===== src/mipsDefines.svh =====
// ====================
// opcode, function code and width macros shared by the core and testbench
// include once per file that needs them
// ====================
`ifndef MIPS_DEFINES_SVH
`define MIPS_DEFINES_SVH

// datapath and address width
`define MIPS_XLEN 32
// architectural registers
`define MIPS_NREG 32
// data memory word address width, 128 words
`define MIPS_DADDR_W 7

// ==================== opcodes
`define OP_RTYPE 6'b000000
`define OP_LW    6'b100011
`define OP_SW    6'b101011
`define OP_BEQ   6'b000100
`define OP_J     6'b000010
`define OP_JAL   6'b000011

// ==================== function codes
`define FN_ADD 6'b100000
`define FN_SUB 6'b100010
`define FN_AND 6'b100100
`define FN_OR  6'b100101
`define FN_SLT 6'b101010
`define FN_JR  6'b001000

`endif


===== src/mipsPkg.sv =====
// ====================
// ALU and control types used between the decode, ALU and top of the core
// ====================
`default_nettype none

package mipsPkg;

  // which ALU function an instruction class asks for
  typedef enum logic [1:0] {
    CLS_MEM    = 2'd0,
    CLS_BRANCH = 2'd1,
    CLS_RTYPE  = 2'd2
  } aluClassT;

  // ALU operation codes
  typedef enum logic [3:0] {
    ALU_AND  = 4'b0000,
    ALU_OR   = 4'b0001,
    ALU_ADD  = 4'b0010,
    ALU_SUB  = 4'b0110,
    ALU_SLT  = 4'b0111,
    ALU_NONE = 4'b1111
  } aluOpT;

  // decoded control for one instruction
  typedef struct packed {
    logic     regDst;
    logic     aluSrc;
    logic     memToReg;
    logic     regWrite;
    logic     memWrite;
    logic     jump;
    logic     branch;
    logic     link;
    logic     jumpReg;
    aluClassT aluClass;
  } ctrlT;

endpackage

`default_nettype wire


===== src/regFileIf.sv =====
// ====================
// register file bundle, two read ports and one write port
// ====================
`include "mipsDefines.svh"
`timescale 1ns/1ps
`default_nettype none

interface regFileIf;
  // read addresses and data
  logic [$clog2(`MIPS_NREG)-1:0] raddr1;
  logic [$clog2(`MIPS_NREG)-1:0] raddr2;
  logic [`MIPS_XLEN-1:0]         rdata1;
  logic [`MIPS_XLEN-1:0]         rdata2;
  // write port
  logic [$clog2(`MIPS_NREG)-1:0] waddr;
  logic [`MIPS_XLEN-1:0]         wdata;
  logic                          we;

  modport core (output raddr1, raddr2, waddr, wdata, we,
                input rdata1, rdata2);

  modport regFile (input raddr1, raddr2, waddr, wdata, we,
                   output rdata1, rdata2);
endinterface

`default_nettype wire


===== src/mainDecode.sv =====
// ====================
// main control decode, opcode and funct into the control struct
// ====================
`include "mipsDefines.svh"
`timescale 1ns/1ps
`default_nettype none

module mainDecode (
  input  wire logic [5:0]   opcode,
  input  wire logic [5:0]   funct,
  output mipsPkg::ctrlT     ctrl
);
  import mipsPkg::*;

  always_comb begin
    // everything off unless an opcode below turns it on
    ctrl          = '0;
    ctrl.aluClass = CLS_MEM;
    case (opcode)
      `OP_RTYPE: begin
        // rd destination, register operand
        ctrl.regDst   = 1'b1;
        ctrl.aluClass = CLS_RTYPE;
        if (funct == `FN_JR) begin
          // jr writes nothing back
          ctrl.jumpReg = 1'b1;
        end else begin
          // all-zero word lands here and writes r0
          ctrl.regWrite = 1'b1;
        end
      end
      `OP_LW: begin
        ctrl.aluSrc   = 1'b1;
        ctrl.memToReg = 1'b1;
        ctrl.regWrite = 1'b1;
      end
      `OP_SW: begin
        // address is base plus offset
        ctrl.aluSrc   = 1'b1;
        ctrl.memWrite = 1'b1;
      end
      `OP_BEQ: begin
        // subtract, zero flag decides
        ctrl.branch   = 1'b1;
        ctrl.aluClass = CLS_BRANCH;
      end
      `OP_J: begin
        ctrl.jump = 1'b1;
      end
      `OP_JAL: begin
        // link to r31 with pc+4
        ctrl.jump     = 1'b1;
        ctrl.link     = 1'b1;
        ctrl.regWrite = 1'b1;
      end
      default: begin
        // unsupported opcode acts as a no-op
        ctrl = '0;
      end
    endcase
  end

endmodule

`default_nettype wire


===== src/aluUnit.sv =====
// ====================
// ALU control decode and 32-bit ALU with zero flag
// ====================
`include "mipsDefines.svh"
`timescale 1ns/1ps
`default_nettype none

module aluUnit (
  input  wire mipsPkg::aluClassT       aluClass,
  input  wire logic [5:0]              funct,
  input  wire logic [`MIPS_XLEN-1:0]   a,
  input  wire logic [`MIPS_XLEN-1:0]   b,
  output logic [`MIPS_XLEN-1:0]        result,
  output logic                         zero
);
  import mipsPkg::*;

  aluOpT aluOp;

  // ==================== operation select
  always_comb begin
    case (aluClass)
      CLS_MEM:    aluOp = ALU_ADD;
      CLS_BRANCH: aluOp = ALU_SUB;
      CLS_RTYPE: begin
        // R-type follows the function code
        case (funct)
          `FN_ADD: aluOp = ALU_ADD;
          `FN_SUB: aluOp = ALU_SUB;
          `FN_AND: aluOp = ALU_AND;
          `FN_OR:  aluOp = ALU_OR;
          `FN_SLT: aluOp = ALU_SLT;
          default: aluOp = ALU_NONE;
        endcase
      end
      default:    aluOp = ALU_NONE;
    endcase
  end

  // ==================== datapath
  always_comb begin
    case (aluOp)
      ALU_ADD: result = a + b;
      ALU_SUB: result = a - b;
      ALU_AND: result = a & b;
      ALU_OR:  result = a | b;
      // signed compare, 1 or 0
      ALU_SLT: result = {{(`MIPS_XLEN-1){1'b0}}, ($signed(a) < $signed(b))};
      // unknown funct and jr end up here
      default: result = '0;
    endcase
  end

  // beq uses this after the subtract
  assign zero = (result == '0);

endmodule

`default_nettype wire


===== src/regFile.sv =====
// ====================
// 32 x 32-bit register file, async clear, r0 reads as zero
// ====================
`include "mipsDefines.svh"
`timescale 1ns/1ps
`default_nettype none

module regFile (
  input wire logic clk,
  input wire logic rst,
  regFileIf.regFile rf
);

  logic [`MIPS_XLEN-1:0] regs [`MIPS_NREG];

  // ==================== write port
  always_ff @(posedge clk or negedge rst) begin
    if (!rst) begin
      // clear the whole array while rst is low
      for (int i = 0; i < `MIPS_NREG; i++) begin
        regs[i] <= '0;
      end
    end else if (rf.we && (rf.waddr != '0)) begin
      // writes to r0 dropped
      regs[rf.waddr] <= rf.wdata;
    end
  end

  // ==================== read ports
  // combinational, r0 forced to zero
  always_comb begin
    if (rf.raddr1 == '0) begin
      rf.rdata1 = '0;
    end else begin
      rf.rdata1 = regs[rf.raddr1];
    end
  end

  always_comb begin
    if (rf.raddr2 == '0) begin
      rf.rdata2 = '0;
    end else begin
      rf.rdata2 = regs[rf.raddr2];
    end
  end

endmodule

`default_nettype wire


===== src/pcUnit.sv =====
// ====================
// program counter and next-address select
// ====================
`include "mipsDefines.svh"
`timescale 1ns/1ps
`default_nettype none

module pcUnit (
  input  wire logic                    clk,
  input  wire logic                    rst,
  input  wire logic                    jump,
  input  wire logic                    branchTaken,
  input  wire logic                    jumpReg,
  input  wire logic [`MIPS_XLEN-1:0]   branchOffset,
  input  wire logic [25:0]             jumpIndex,
  input  wire logic [`MIPS_XLEN-1:0]   regTarget,
  output logic [`MIPS_XLEN-1:0]        pc,
  output logic [`MIPS_XLEN-1:0]        pcPlus4
);

  logic [`MIPS_XLEN-1:0] pcReg;
  logic [`MIPS_XLEN-1:0] pcNext;
  logic [`MIPS_XLEN-1:0] branchTarget;
  logic [`MIPS_XLEN-1:0] jumpTarget;

  assign pcPlus4 = pcReg + `MIPS_XLEN'd4;
  // word offset to byte offset
  assign branchTarget = pcPlus4 + {branchOffset[`MIPS_XLEN-3:0], 2'b00};
  // region bits of pc+4 with the 26-bit index
  assign jumpTarget = {pcPlus4[`MIPS_XLEN-1:`MIPS_XLEN-4], jumpIndex, 2'b00};

  // priority jump, taken branch, jr, then sequential
  always_comb begin
    if (jump) begin
      pcNext = jumpTarget;
    end else if (branchTaken) begin
      pcNext = branchTarget;
    end else if (jumpReg) begin
      pcNext = regTarget;
    end else begin
      pcNext = pcPlus4;
    end
  end

  always_ff @(posedge clk or negedge rst) begin
    if (!rst) begin
      pcReg <= '0;
    end else begin
      pcReg <= pcNext;
    end
  end

  assign pc = pcReg;

endmodule

`default_nettype wire


===== src/mipsCore.sv =====
// ====================
// single-cycle MIPS subset core, top level
// imem and dmem live outside and answer combinationally
// ====================
`include "mipsDefines.svh"
`timescale 1ns/1ps
`default_nettype none

module mipsCore (
  input  wire logic                      clk,
  input  wire logic                      rst,
  // fetch
  input  wire logic [`MIPS_XLEN-1:0]     inst,
  output logic [`MIPS_XLEN-1:0]          instAddr,
  // data memory
  input  wire logic [`MIPS_XLEN-1:0]     memRdata,
  output logic [`MIPS_DADDR_W-1:0]       memAddr,
  output logic [`MIPS_XLEN-1:0]          memWdata,
  output logic                           memCen,
  output logic                           memWen,
  // write-back observe
  output logic [`MIPS_XLEN-1:0]          rfWriteData
);
  import mipsPkg::*;

  // ==================== instruction fields
  logic [5:0]            opcode;
  logic [4:0]            rs;
  logic [4:0]            rt;
  logic [4:0]            rd;
  logic [5:0]            funct;
  logic [15:0]           imm16;
  logic [25:0]           jumpIndex;
  logic [`MIPS_XLEN-1:0] immExt;

  assign opcode    = inst[31:26];
  assign rs        = inst[25:21];
  assign rt        = inst[20:16];
  assign rd        = inst[15:11];
  assign funct     = inst[5:0];
  assign imm16     = inst[15:0];
  assign jumpIndex = inst[25:0];
  // sign extension of the 16-bit immediate
  assign immExt = {{(`MIPS_XLEN-16){imm16[15]}}, imm16};

  ctrlT                  ctrl;
  logic [`MIPS_XLEN-1:0] aluB;
  logic [`MIPS_XLEN-1:0] aluResult;
  logic                  aluZero;
  logic [`MIPS_XLEN-1:0] pc;
  logic [`MIPS_XLEN-1:0] pcPlus4;

  regFileIf rfBus ();

  // ==================== control
  mainDecode u_mainDecode (
    .opcode (opcode),
    .funct  (funct),
    .ctrl   (ctrl)
  );

  // ==================== register file
  assign rfBus.raddr1 = rs;
  assign rfBus.raddr2 = rt;
  // destination rt, rd, or r31 for jal
  assign rfBus.waddr = ctrl.link ? 5'd31 : (ctrl.regDst ? rd : rt);
  assign rfBus.we    = ctrl.regWrite;
  // write-back from ALU, memory, or pc+4 for jal
  assign rfBus.wdata = ctrl.link ? pcPlus4 : (ctrl.memToReg ? memRdata : aluResult);

  regFile u_regFile (
    .clk (clk),
    .rst (rst),
    .rf  (rfBus.regFile)
  );

  // ==================== execute
  // immediate for lw/sw offsets
  assign aluB = ctrl.aluSrc ? immExt : rfBus.rdata2;

  aluUnit u_aluUnit (
    .aluClass (ctrl.aluClass),
    .funct    (funct),
    .a        (rfBus.rdata1),
    .b        (aluB),
    .result   (aluResult),
    .zero     (aluZero)
  );

  // ==================== next pc
  pcUnit u_pcUnit (
    .clk          (clk),
    .rst          (rst),
    .jump         (ctrl.jump),
    .branchTaken  (ctrl.branch & aluZero),
    .jumpReg      (ctrl.jumpReg),
    .branchOffset (immExt),
    .jumpIndex    (jumpIndex),
    .regTarget    (rfBus.rdata1),
    .pc           (pc),
    .pcPlus4      (pcPlus4)
  );

  // ==================== outputs
  assign instAddr    = pc;
  assign rfWriteData = rfBus.wdata;
  // word address from the byte address
  assign memAddr  = aluResult[`MIPS_DADDR_W+1:2];
  assign memWdata = rfBus.rdata2;
  // active low, chip enable only for lw and sw
  assign memCen = ~(ctrl.memToReg | ctrl.memWrite);
  assign memWen = ~ctrl.memWrite;

endmodule

`default_nettype wire


===== config.mk =====
export PLATFORM = sky130hd
export DESIGN_NAME = mipsCore
export DESIGN_NICKNAME = d
export VERILOG_FILES = /design/src/mipsPkg.sv /design/src/regFileIf.sv /design/src/mainDecode.sv /design/src/aluUnit.sv /design/src/regFile.sv /design/src/pcUnit.sv /design/src/mipsCore.sv
export VERILOG_INCLUDE_DIRS = /design/src
export SDC_FILE = /design/constraint.sdc
export NUM_CORES = 2
export LEC_CHECK = 0
export BUFFER_PORTS_ARGS = -buffer_cell sky130_fd_sc_hd__buf_4
export CAP_MARGIN = 10
export CORE_MARGIN = 5
export CORE_UTILIZATION = 35
export CTS_BUF_LIST = sky130_fd_sc_hd__clkbuf_2 sky130_fd_sc_hd__clkbuf_4 sky130_fd_sc_hd__clkbuf_8
export CTS_CLUSTER_SIZE = 10
export DETAILED_ROUTE_END_ITERATION = 10
export GPL_ROUTABILITY_DRIVEN = 0
export PLACE_DENSITY = 0.61
export SETUP_SLACK_MARGIN = 0.15
export SYNTH_ARGS = -nofsm -noshare
export SYNTH_HDL_FRONTEND = slang
export SYNTH_HIERARCHICAL = 1
export SYNTH_SLANG_ARGS = --single-unit

===== constraint.sdc =====
create_clock -name clk -period 8.1 [get_ports clk]
set_input_delay 1.215 -clock clk [delete_from_list [all_inputs] [get_ports clk]]
set_output_delay 1.215 -clock clk [all_outputs]
set_load 0.05 [all_outputs]

==> metrics <==
die area=0.1944 mm²; commonest non-fill, non-tap cell in the layout=dfrtp_1; largest net degree at the start of global routing=roughly 180; Worst EP arrival=6.69 ns; Layout area overhead=19.94%; combinational power share=29.2%; clock slew at reported path FFs=0.05 ns; share of cells above drive strength 1=50.00%; CTS Root Cell=clkbuf_8; Reg2Reg Launch Point=u_regFile/regs[928]; FP Rows=158; synthesized flop and latch total=roughly 1100; post-synthesis cell type count=104; Peak VDD IR=~0.00023 V; initial antenna violation count=11; ranking of synthesized cells by area=dfrtp_1, mux2_2, mux4_2; Routed WL per cell=slightly above 30 µm; TritonCTS Sinks=~1100; Seq/Total Area, Yosys=40.66%; Final Hold Slack=0.3229 ns; post-synthesis async set-or-reset flop share=100.0%; pwr/cell area=204.1 mW/mm²; LEAKAGE=35.54 nW; sw frac=34.61%; FF+latch area=0.02643 mm²; first-pass GRT wire length=358.7 mm; worst hold path type=primary input to async pin; port bufs=170; CP Capture Type=output pin; Avg Cell Area, Syn=12.70 µm²; grt ovf=0; Final min period=7.907 ns; capturing point of the worst reg2reg path=u_pcUnit/pc[5]; Clk Latency, worst-skew pair=0.93 ns; Core ar.=0.1850 mm²; Slew HR=4.476%; Syn Std Cell Area=between 0.06 and 0.07 mm²; num ports=171; CP dominant cell by count=buf_4; Finished Cell Area=0.07795 mm²; # nets final=5777; Reg2Reg Setup Slack=1.11 ns; Max Clock Skew=about 0.069 ns; Slew Viols, Final=0; Initial Util=a little over a third; TritonCTS Buffers=185; area share of the largest cell type after synthesis=40.66%; number of remaining DRC errors=0; RSZ-0062 raised after global routing=true; max cap viols=0; crit-path cells=buf_8 -> buf_16 -> mux2i_1 -> a221oi_2 -> o21ai_0 -> a311oi_2 -> buf_4 -> inv_1 -> ha_2 -> buf_4 -> nor2_4 -> a221oi_4 -> a2111oi_4 -> o211ai_1 -> buf_4 -> buf_4 -> and2_1 -> a2bb2oi_1 -> a21oi_1 -> buf_4 -> mux2i_1 -> o21ai_2 -> buf_12 -> buf_4; Clk pwr share=33.8%; status=completed; Synth area leader=dfrtp_1; Seq pwr share=37.0%; area of the multi-input gates=0.03657 mm²; Detailed Route WL=251.6 mm; Die Y=440.9 µm; most frequent cells in the layout=dfrtp_1, mux2_2, buf_4; max incr delay on CP=0.62 ns; Internal=10.40 mW; CTS tree=done; H-tree depth=4; Crit path max-delay family=compound AO/OA/AOI/OAI gates; Psw=around 5.5 mW; Vias=approximately 50000; CP Launch Type=primary input; WP data required=just under 7 ns; ys flop type=dfrtp_1; Max Clk Rate=126.5 MHz; Mapped Nets=5319; DP Area=0.07259 mm²; non-filler instance count after layout=about 8200; Worst-Margin Slew=1.429 ns; Die Wd=440.9 µm; Ys Warns=6; clock tree buffer depth=3; count of final setup violators=0; DR iter-0 viols=slightly above 6000; post-DP HPWL=167.2 mm; GRT Resource Usage Total=25.16%; placed insts=7823; buffer and inverter count on the worst path=10; vias in the first global route=50240; Detail Route Antenna Nets=0; kind of critical path=primary input to output pin; via/cell ratio=6.162; reg2reg path depth=27; Tcrit/Tclk final=97.62%; Post-Syn Instances=5118; Critical-path top delay cell=a21oi_1; 1st-pass router iterations=8; Post-synth EDFFs=0; crit path max fanout=19; fill count=17030; Final Hold Viols=0
==> synthesized netlist by cell type (20+ instances only) <==
master	count
nor3_1	27
o2111ai_1	22
o21ai_0	208
a211oi_1	89
a311oi_1	68
clkbuf_1	264
nand3_1	29
o211ai_1	20
mux2_2	1054
and3_1	20
xor2_1	21
buf_4	39
xnor2_1	40
a21oi_1	120
mux2i_1	200
o21ai_1	42
nand2_1	187
nor2_1	145
ha_1	132
inv_1	139
buf_2	185
mux4_2	448
a221oi_1	52
nor2b_1	94
dfrtp_1	1056
a22oi_1	66
==> flip-flops by register name (all words and copies together), names as in the netlist <==
name and cells:
u_pcUnit/pc 32, u_regFile/regs 1024
==> cells by family after synthesis <==
kind of cell | after synthesis | share of synthesized area, %
flops | 1056 | 40.66
xor+xnor | 61 | 0.8221
simple gates | 613 | 4.734
buf+inv | 660 | 4.571
mux | 1726 | 37.36
fa+ha+maj | 135 | 2.634
compound gates | 867 | 9.216
==> power by group through the flow <==
stage / logic, mW / registers (mW) / clock network, mW
6_report: 4.64 / 5.89 / 5.38
3_5_place_dp: 4.40 / 5.96 / 0
3_3_place_gp: 4.36 / 5.94 / 0
5_1_grt: 4.86 / 5.92 / 5.71
2_1_floorplan: 2.48 / 6.03 / 0
4_1_cts: 4.48 / 5.87 / 5.48
==> worst max-delay path by stage <==
stage               slack (ns)               to  cells past startpoint  startpoint
finish                    0.19  rfWriteData[17]                     24    inst[23]
global route              0.12  rfWriteData[18]                     26    inst[17]
CTS                       0.13  rfWriteData[31]                     26    inst[18]
detailed placement       -0.48  rfWriteData[26]                     26    inst[17]
global placement         -0.49  rfWriteData[31]                     24    inst[21]
floorplan                 0.16  rfWriteData[28]                     23    inst[17]
==> final cells by class <==
type                    count  area share [%]
clock inverters            35          0.3820
diodes                     12         0.03853
well taps                2480           3.981
flip-flops and latches   1056           33.90
clock buffers             302           4.859
inverters                 143          0.6983
repair buffers            788           9.228
multi-input cells        3402           46.91
==> routing by layer <==
| layer | routed length (µm) | part of all wire (%) | vias to the layer above | GRT usage, % |
|---|---|---|---|---|
| met2 | 109400 | 43 | 2997 | 37.44 |
| met4 | 13800 | 5.5 | 2 | 12.34 |
| li1 | - | - | 20480 | - |
| met3 | 29530 | 12 | 732 | 8.070 |
| met1 | 98870 | 39 | 26420 | 33.11 |
| met5 | 7 | 0.0028 | - | 0 |
==> repair_timing <==
| item | CTS | global route |
|---|---|---|
| hold buffers | 0 | 0 |
| setup endpoints to repair | 15 | 15 |
| buffers inserted | 17 | 20 |
| gates cloned | 2 | 6 |
| resized for setup | 54 | 113 |
| pin swaps | 17 | 30 |
==> stage by stage <==
| step | utilization, % | total power [mW] | setup TNS, ns | setup slack, ns |
|---|---|---|---|---|
| floorplan | - | 8.506 | 0 | 0.1642 |
| global placement | 39.22 | 10.31 | -2.992 | -0.4868 |
| detailed placement | 39.23 | 10.37 | -4.715 | -0.4758 |
| CTS | 41.69 | 15.83 | 0 | 0.1271 |
| global route | 42.11 | 16.49 | 0 | 0.1184 |
| finish | 42.12 | 15.91 | 0 | 0.1927 |
Power figures use the tool's default switching activity.
